[config.mk]
export PLATFORM = sky130hd
export DESIGN_NAME = sm3_expnd_top
export DESIGN_NICKNAME = d
export VERILOG_FILES = /design/src/verilog/sm3_expnd_pkg.sv /design/src/verilog/sm3_expnd_ctrl.sv /design/src/verilog/sm3_word_buff.sv /design/src/verilog/sm3_expnd_top.sv
export VERILOG_INCLUDE_DIRS = /design/src /design/src/verilog
export SDC_FILE = /design/constraint.sdc
export NUM_CORES = 1
export LEC_CHECK = 0
export BUFFER_PORTS_ARGS = -buffer_cell sky130_fd_sc_hd__buf_4
export CORE_ASPECT_RATIO = 1.75
export CORE_MARGIN = 2
export CORE_UTILIZATION = 55
export DETAILED_ROUTE_END_ITERATION = 8
export MAX_ROUTING_LAYER = met4
export PLACE_DENSITY = 0.72
export SLEW_MARGIN = 30
export SYNTH_ARGS = -nofsm -noshare
export SYNTH_HDL_FRONTEND = slang
export SYNTH_SLANG_ARGS = --single-unit
[constraint.sdc]
create_clock -name clk -period 1.8 [get_ports clk]
set_clock_uncertainty 0.1 [all_clocks]
set_input_delay 0.09 -clock clk [delete_from_list [all_inputs] [get_ports clk]]
set_output_delay 0.09 -clock clk [all_outputs]
set_load 0.01 [all_outputs]
[src/verilog/sm3_expnd_cfg.svh]
`ifndef SM3_EXPND_CFG_SVH
`define SM3_EXPND_CFG_SVH

//////////////////////////////////////////////////////////////
// datapath sizes
//////////////////////////////////////////////////////////////

`define SM3_WORD_W      32  // message word width
`define SM3_BLK_WORDS   16  // original words per 512-bit block
`define SM3_PAIR_NUM    64  // W/W' pairs emitted per block

// W'j = Wj ^ Wj+4, so the wj tap sits this far behind the buffer head
`define SM3_WJJ_DIST    4

//////////////////////////////////////////////////////////////
// rotation amounts
//////////////////////////////////////////////////////////////

`define SM3_ROT_P1_A    15  // P1 first rotate
`define SM3_ROT_P1_B    23  // P1 second rotate
`define SM3_ROT_W3      15  // applied to Wj-3
`define SM3_ROT_W13     7   // applied to Wj-13

`endif

[src/verilog/sm3_expnd_pkg.sv]
`include "sm3_expnd_cfg.svh"

package sm3_expnd_pkg;

    //////////////////////////////////////////////////////////////
    // basic word
    //////////////////////////////////////////////////////////////

    typedef logic [`SM3_WORD_W-1:0] word_t;

    //////////////////////////////////////////////////////////////
    // stream types
    //////////////////////////////////////////////////////////////

    // one padded input word plus last-block mark
    typedef struct packed {
        word_t data;
        logic  last;
    } pad_beat_t;

    // one output pair
    typedef struct packed {
        word_t wj;   // Wj
        word_t wjj;  // W'j = Wj ^ Wj+4
    } expnd_pair_t;

    //////////////////////////////////////////////////////////////
    // control into the word buffer
    //////////////////////////////////////////////////////////////

    typedef struct packed {
        logic shift;    // move one place toward index 0
        logic sel_exp;  // index 15 takes the expanded word, else input
    } buff_ctl_t;

endpackage

[src/verilog/sm3_expnd_ctrl.sv]
`include "sm3_expnd_cfg.svh"

module sm3_expnd_ctrl
    import sm3_expnd_pkg::*;
(
    input  logic      clk,
    input  logic      rst_n,

    input  logic      pad_vld_i,
    input  logic      pad_last_i,
    output logic      pad_rdy_o,

    output buff_ctl_t buff_ctl_o,

    output logic      pair_vld_o,
    output logic      pair_lst_o
);

    //////////////////////////////////////////////////////////////
    // block sequencing constants
    //////////////////////////////////////////////////////////////

    // words 0..4 fill the buffer before the first pair shows up
    localparam logic [3:0] LOAD_LAST = 4'(`SM3_WJJ_DIST);
    localparam logic [3:0] WORD_LAST = 4'(`SM3_BLK_WORDS - 1);

    // pairs already sent while loading: 16 - 4 - 1 = 11
    localparam int         LOAD_PAIRS = `SM3_BLK_WORDS - `SM3_WJJ_DIST - 1;

    // 53 expand cycles, counted 0..52
    localparam logic [5:0] RND_LAST = 6'(`SM3_PAIR_NUM - LOAD_PAIRS - 1);

    typedef enum logic [1:0] {
        ST_IDLE,      // waiting for word 0
        ST_LOAD,      // words 1..4, no output yet
        ST_LOAD_OUT,  // words 5..15, one pair per accepted word
        ST_EXPAND     // W16..W67, one pair per cycle
    } state_e;

    state_e     state;
    state_e     nxt_state;

    logic [3:0] word_cnt;  // accepted words in this block, wraps at 16
    logic [5:0] rnd_cnt;   // expand round
    logic       last_flg;  // block carries the last mark

    logic       accept;
    logic       in_expand;
    logic       rnd_done;

    //////////////////////////////////////////////////////////////
    // handshake and decode
    //////////////////////////////////////////////////////////////

    assign in_expand = (state == ST_EXPAND);
    assign rnd_done  = in_expand && (rnd_cnt == RND_LAST);

    // ready is low only while the buffer is expanding
    assign pad_rdy_o = !in_expand;
    assign accept    = pad_vld_i && pad_rdy_o;

    //////////////////////////////////////////////////////////////
    // state machine
    //////////////////////////////////////////////////////////////

    always_comb begin
        nxt_state = state;
        case (state)
            ST_IDLE: begin
                if (accept)
                    nxt_state = ST_LOAD;
            end
            ST_LOAD: begin
                if (accept && word_cnt == LOAD_LAST)
                    nxt_state = ST_LOAD_OUT;  // word 4 in, pairs start next word
            end
            ST_LOAD_OUT: begin
                if (accept && word_cnt == WORD_LAST)
                    nxt_state = ST_EXPAND;
            end
            ST_EXPAND: begin
                if (rnd_done)
                    nxt_state = ST_IDLE;
            end
            default: nxt_state = ST_IDLE;
        endcase
    end

    always_ff @(posedge clk or negedge rst_n) begin
        if (!rst_n) begin
            state <= ST_IDLE;
        end else begin
            state <= nxt_state;
        end
    end

    //////////////////////////////////////////////////////////////
    // counters
    //////////////////////////////////////////////////////////////

    // wraps back to zero after word 15
    always_ff @(posedge clk or negedge rst_n) begin
        if (!rst_n) begin
            word_cnt <= 4'd0;
        end else if (accept) begin
            word_cnt <= word_cnt + 4'd1;
        end
    end

    always_ff @(posedge clk or negedge rst_n) begin
        if (!rst_n) begin
            rnd_cnt <= 6'd0;
        end else if (rnd_done) begin
            rnd_cnt <= 6'd0;
        end else if (in_expand) begin
            rnd_cnt <= rnd_cnt + 6'd1;
        end
    end

    //////////////////////////////////////////////////////////////
    // last-block flag
    //////////////////////////////////////////////////////////////

    always_ff @(posedge clk or negedge rst_n) begin
        if (!rst_n) begin
            last_flg <= 1'b0;
        end else if (accept && pad_last_i) begin
            last_flg <= 1'b1;
        end else if (pair_lst_o) begin
            last_flg <= 1'b0;  // consumed by pair 63
        end
    end

    //////////////////////////////////////////////////////////////
    // buffer control and output flags
    //////////////////////////////////////////////////////////////

    always_comb begin
        buff_ctl_o.shift   = accept || in_expand;
        buff_ctl_o.sel_exp = in_expand;
    end

    assign pair_vld_o = (state == ST_LOAD_OUT && accept) || in_expand;
    assign pair_lst_o = last_flg && rnd_done;  // only with pair 63

    //////////////////////////////////////////////////////////////
    // checks
    //////////////////////////////////////////////////////////////

    // buffer moves without an input word only once a full block is in
    a_shift_no_stall: assert property (
        @(posedge clk) disable iff (!rst_n)
        (buff_ctl_o.shift && !pad_rdy_o) |-> (word_cnt == 4'd0)
    );

    a_rnd_range: assert property (
        @(posedge clk) disable iff (!rst_n)
        rnd_cnt <= RND_LAST
    );

    a_lst_with_vld: assert property (
        @(posedge clk) disable iff (!rst_n)
        pair_lst_o |-> pair_vld_o
    );

endmodule

[src/verilog/sm3_word_buff.sv]
`include "sm3_expnd_cfg.svh"

module sm3_word_buff
    import sm3_expnd_pkg::*;
(
    input  logic        clk,
    input  logic        rst_n,

    input  word_t       word_i,
    input  buff_ctl_t   buff_ctl_i,

    output expnd_pair_t pair_o
);

    //////////////////////////////////////////////////////////////
    // buffer taps
    //////////////////////////////////////////////////////////////

    localparam int HEAD = `SM3_BLK_WORDS - 1;  // newest word

    // index 0 holds Wj-16 when W(j) is being generated
    localparam int TAP_W16 = 0;
    localparam int TAP_W13 = `SM3_BLK_WORDS - 13;  // 3
    localparam int TAP_W9  = `SM3_BLK_WORDS - 9;   // 7
    localparam int TAP_W6  = `SM3_BLK_WORDS - 6;   // 10
    localparam int TAP_W3  = `SM3_BLK_WORDS - 3;   // 13

    // output tap, W'j partner sits at the head
    localparam int TAP_OUT = HEAD - `SM3_WJJ_DIST;  // 11

    //////////////////////////////////////////////////////////////
    // helpers
    //////////////////////////////////////////////////////////////

    function automatic word_t rotl(input word_t x, input int unsigned n);
        return (x << n) | (x >> (`SM3_WORD_W - n));
    endfunction

    function automatic word_t p1(input word_t x);
        return x ^ rotl(x, `SM3_ROT_P1_A) ^ rotl(x, `SM3_ROT_P1_B);
    endfunction

    word_t word_buff [`SM3_BLK_WORDS];

    word_t exp_pre;   // argument of P1
    word_t exp_word;  // next Wj
    word_t new_push;  // word entering at the head

    //////////////////////////////////////////////////////////////
    // expansion network
    //////////////////////////////////////////////////////////////

    assign exp_pre = word_buff[TAP_W16]
                   ^ word_buff[TAP_W9]
                   ^ rotl(word_buff[TAP_W3], `SM3_ROT_W3);

    assign exp_word = p1(exp_pre)
                    ^ rotl(word_buff[TAP_W13], `SM3_ROT_W13)
                    ^ word_buff[TAP_W6];

    // original words while loading, expanded ones afterwards
    assign new_push = buff_ctl_i.sel_exp ? exp_word : word_i;

    //////////////////////////////////////////////////////////////
    // 16-word shift buffer
    //////////////////////////////////////////////////////////////

    always_ff @(posedge clk or negedge rst_n) begin
        if (!rst_n) begin
            for (int i = 0; i < `SM3_BLK_WORDS; i++) begin
                word_buff[i] <= '0;
            end
        end else if (buff_ctl_i.shift) begin
            // w0 <- w1 ... w14 <- w15
            for (int i = 0; i < HEAD; i++) begin
                word_buff[i] <= word_buff[i+1];
            end
            word_buff[HEAD] <= new_push;
        end
    end

    //////////////////////////////////////////////////////////////
    // output taps
    //////////////////////////////////////////////////////////////

    assign pair_o.wj  = word_buff[TAP_OUT];
    assign pair_o.wjj = word_buff[TAP_OUT] ^ word_buff[HEAD];

    // expanded words only ever enter on a shift
    a_sel_needs_shift: assert property (
        @(posedge clk) disable iff (!rst_n)
        buff_ctl_i.sel_exp |-> buff_ctl_i.shift
    );

endmodule

[src/verilog/sm3_expnd_top.sv]
`include "sm3_expnd_cfg.svh"

module sm3_expnd_top
    import sm3_expnd_pkg::*;
(
    input  logic        clk,
    input  logic        rst_n,

    // padded message words in
    input  pad_beat_t   pad_i,
    input  logic        pad_vld_i,
    output logic        pad_rdy_o,

    // W/W' pairs out, no back-pressure
    output expnd_pair_t pair_o,
    output logic        pair_vld_o,
    output logic        pair_lst_o
);

    //////////////////////////////////////////////////////////////
    // control
    //////////////////////////////////////////////////////////////

    buff_ctl_t buff_ctl;

    sm3_expnd_ctrl u_ctrl (
        .clk        (clk),
        .rst_n      (rst_n),
        .pad_vld_i  (pad_vld_i),
        .pad_last_i (pad_i.last),
        .pad_rdy_o  (pad_rdy_o),
        .buff_ctl_o (buff_ctl),
        .pair_vld_o (pair_vld_o),
        .pair_lst_o (pair_lst_o)
    );

    //////////////////////////////////////////////////////////////
    // word buffer and expansion
    //////////////////////////////////////////////////////////////

    sm3_word_buff u_buff (
        .clk        (clk),
        .rst_n      (rst_n),
        .word_i     (pad_i.data),  // data only, last goes to control
        .buff_ctl_i (buff_ctl),
        .pair_o     (pair_o)
    );

endmodule

==> results.txt <==
- Across the run, the number of max-cap violations was 0.
- Type of the most critical hold path: input port to flip-flop
* Clock buffers created by TritonCTS: 47
* Pre-CTS WS: -107 ps
- Number of vias after detailed routing: 12,654
- After detailed routing, the number of vias per cell comes to approximately 5.6.
- The worst setup path is of the flip-flop to flip-flop kind.
* Total wirelength of the detailed-routed design: about 55,000 um
- The detailed router finished its first iteration with 609 violations.
- The flow ran to the end, but the final reports show violations.
- Derived from the worst setup path, the maximum achievable clock frequency is 512 MHz.
- For the pin with the worst max-slew slack, the measured transition is 536 ps.
- Die Span Y: 270 um
* Die Area: between 40,000 and 50,000 um2
- TritonCTS built the clock tree.
- Routability congestion estimate from global placement: 0.813
- Remaining antenna violation count: 0
- Of the available clock period, the critical path in the final layout requires 1.08.
- Share of the core filled with cells in the final layout: 0.715
- Number of remaining DRC errors: 0
* Row count: 97
* FF-to-FF setup slack: -150 ps
- STA puts the critical path data arrival time at 2320 ps.
- Worst path required time: 2160 ps
- Horiz. Die Dim: 156 um
- The tree is rooted in a sky130_fd_sc_hd__clkbuf_16.
- Compared with the post-synthesis result, the final layout area differs by 28.6%.
* Number of global-route vias before repair: 13,575
- Synth cell types: 26
- Sum of overflow across all layers after global routing: 0
- Detailed placement ended at an HPWL of 35,300 um.
- Maximum number of pins on one net before global-route repair: between 80 and 90
- Synthesis produced a netlist with a net count of 1,498.
- Setup repair after global routing could not meet its margin everywhere.
- The initial utilization of the core area, before any placement, comes to 0.556.
- Number of buffers inserted by port buffering: 102
- The final reports fail on negative setup slack.
* Routed length per placed instance: roughly 24 um
* Setup ws final: -152 ps
- In this run the deepest clock path goes through 3 buffers.
* Total setup violations reported at the end of the flow: roughly 430
- Final #Nets: 1,783
- Worst-path fanout max: 8
* Initial antenna violation count: 0
- STA classifies the critical path startpoint as a flip-flop.
- Number of flip-flops and latches in the synthesized netlist: 525
- Ports: 103
* Total of warnings raised by yosys: 0
- Antenna cell count: 0
* Endpoint type of the worst setup path: flip-flop
* Num Clock Sinks: 525
- For the worst-skew pair, the clock arrives at the later sink with an insertion delay of 580 ps.
* Core Area: roughly 40,000 um2
* DRT Pass-1 Iters: 4
- The H-tree generated during clock tree synthesis spans 2 levels.
* Mapped Area: about 22,000 um2
- In the final layout, the share of cells above drive strength 1 is 0.457.
- The max-slew violation total from the final report came to 0.
- Non-filler cells, final: 2,265
- Synth Area per Inst: 15.3 um2
- Post-synthesis sequential area ratio: 0.590
- Final TNS setup: -32,020 ps
- The first global-routing pass estimated about 79,000 um of wire.
- Once placement completed, the tool counted placed cells totaling 2,092.
* Mapped Cells: 1,454
- Across every metal layer, demand over resource in global routing totals 0.258.
- Min cycle time layout: 1950 ps
- Reg clk slew, reported paths: 70 ps
- The number of hold violations in the final report came to 0.
* Normalized max-slew margin: 0.643
[layout by cell type, fill, tap and decap left out, types with 29 or more instances in the layout]
cell type and instances:
sky130_fd_sc_hd__dfrtp_1 515, sky130_fd_sc_hd__buf_4 223, sky130_fd_sc_hd__mux2_4 195, sky130_fd_sc_hd__mux2_2 158, sky130_fd_sc_hd__mux2_1 128, sky130_fd_sc_hd__xnor2_1 97, sky130_fd_sc_hd__clkbuf_16 61, sky130_fd_sc_hd__xor2_1 34
sky130_fd_sc_hd__dlygate4sd3_1 34, sky130_fd_sc_hd__nor2b_1 32, sky130_fd_sc_hd__a211oi_1 31, sky130_fd_sc_hd__a21oi_1 30, sky130_fd_sc_hd__xnor2_2 29
[cell type report]
cell class,count,area [um2]
flip-flops and latches,525,13200
inverters,9,36.3
clock buffers,65,1330
repair buffers,337,3590
multi-input cells,819,9680
clock inverters,15,241
fillers,2488,11400
well taps,495,619
[logic make-up after synthesis]
kind of cell,share of synthesized area
DFF,0.590
muxes,0.244
xor gates and xnor gates,0.0976
buffers and inverters,0.0295
AOI/OAI and AO/OA,0.0204
and+or+nand+nor,0.0141
adders and majority gates,0.00449
[worst max-delay path, stage by stage (launching register included)]
cell and delay [ps]:
sky130_fd_sc_hd__dfrtp_1 420, sky130_fd_sc_hd__ha_4 220, sky130_fd_sc_hd__nor2_4 150, sky130_fd_sc_hd__buf_12 170, sky130_fd_sc_hd__buf_12 110, sky130_fd_sc_hd__buf_16 150, sky130_fd_sc_hd__buf_8 160, sky130_fd_sc_hd__mux2_2 350
[registers in the layout, summed over array words and instances, names as in the netlist]
name and cells:
u_buff.pair_o 32, u_ctrl.rnd_cnt 6, u_buff.word_buff 480, u_ctrl.word_cnt 4
u_ctrl.last_flg 1, u_ctrl.state 2
[path summary, 6_finish.rpt]
| path | depth (start not counted) | endpoint | start |
|---|---|---|---|
| setup reg to reg | 7 | u_buff.word_buff[237] | u_ctrl.state[0] |
| min in group asynchronous | 3 | u_buff.pair_o[59] | rst_n |
| setup / recovery | 7 | u_buff.word_buff[237] | u_ctrl.state[0] |
| hold / removal | 4 | u_buff.word_buff[30] | pad_vld_i |
| max in group asynchronous | 4 | u_buff.word_buff[386] | rst_n |
| hold reg to reg | 1 | u_buff.word_buff[395] | u_buff.word_buff[363] |
[synthesized netlist by cell type]
| cell | instances | area, um2 |
|---|---|---|
| sky130_fd_sc_hd__a211oi_1 | 32 | 240 |
| sky130_fd_sc_hd__nor2b_1 | 33 | 206 |
| sky130_fd_sc_hd__nor2_1 | 7 | 26.3 |
| sky130_fd_sc_hd__xnor3_1 | 32 | 721 |
| sky130_fd_sc_hd__mux2_1 | 201 | 2260 |
| sky130_fd_sc_hd__buf_4 | 54 | 405 |
| sky130_fd_sc_hd__buf_1 | 3 | 11.3 |
| sky130_fd_sc_hd__ha_1 | 8 | 100 |
| sky130_fd_sc_hd__o2111ai_1 | 1 | 8.76 |
| sky130_fd_sc_hd__buf_2 | 33 | 165 |
| sky130_fd_sc_hd__and2_1 | 1 | 6.26 |
| sky130_fd_sc_hd__clkbuf_1 | 11 | 41.3 |
| sky130_fd_sc_hd__a41o_1 | 1 | 10.0 |
| sky130_fd_sc_hd__nand4b_1 | 1 | 8.76 |
| sky130_fd_sc_hd__inv_1 | 9 | 33.8 |
| sky130_fd_sc_hd__xor2_1 | 34 | 298 |
| sky130_fd_sc_hd__or3_1 | 1 | 6.26 |
| sky130_fd_sc_hd__a21oi_1 | 33 | 165 |
| sky130_fd_sc_hd__o21ai_0 | 5 | 25.0 |
| sky130_fd_sc_hd__nand4_1 | 3 | 18.8 |
| sky130_fd_sc_hd__nand2_1 | 11 | 41.3 |
| sky130_fd_sc_hd__xnor2_1 | 132 | 1160 |
| sky130_fd_sc_hd__mux2_2 | 280 | 3150 |
| sky130_fd_sc_hd__mux2i_1 | 2 | 20.0 |
| sky130_fd_sc_hd__dfrtp_1 | 525 | 13100 |
| sky130_fd_sc_hd__o21ai_1 | 1 | 5.00 |
[stage by stage]
step | hold slack (ps) | instance area (um2)
2_1_floorplan | -306 | 22300
3_3_place_gp | -106 | 24400
3_5_place_dp | -99.8 | 24400
4_1_cts | 0.685 | 27200
5_1_grt | 32.4 | 28600
6_report | 18.1 | 28600
[per-layer routing]
metal	up-vias	routed length (um)	track usage
met5	-	0	-
met4	0	2300	0.116
met3	110	1840	0.0361
met2	272	30200	0.447
met1	6707	21100	0.297
li1	5565	-	-
[timing repair]
item | CTS | global route
hold buffers | 35 | 0
gates cloned | 7 | 16
buffers inserted | 21 | 20
endpoints found under the setup margin | 457 | 489
pin swaps | 15 | 33
endpoints found under the hold margin | 558 | 0
gates resized for setup | 101 | 255
Power is not shown: default switching activity piles up to over one toggle a cycle in this logic, so the estimate is an artifact.
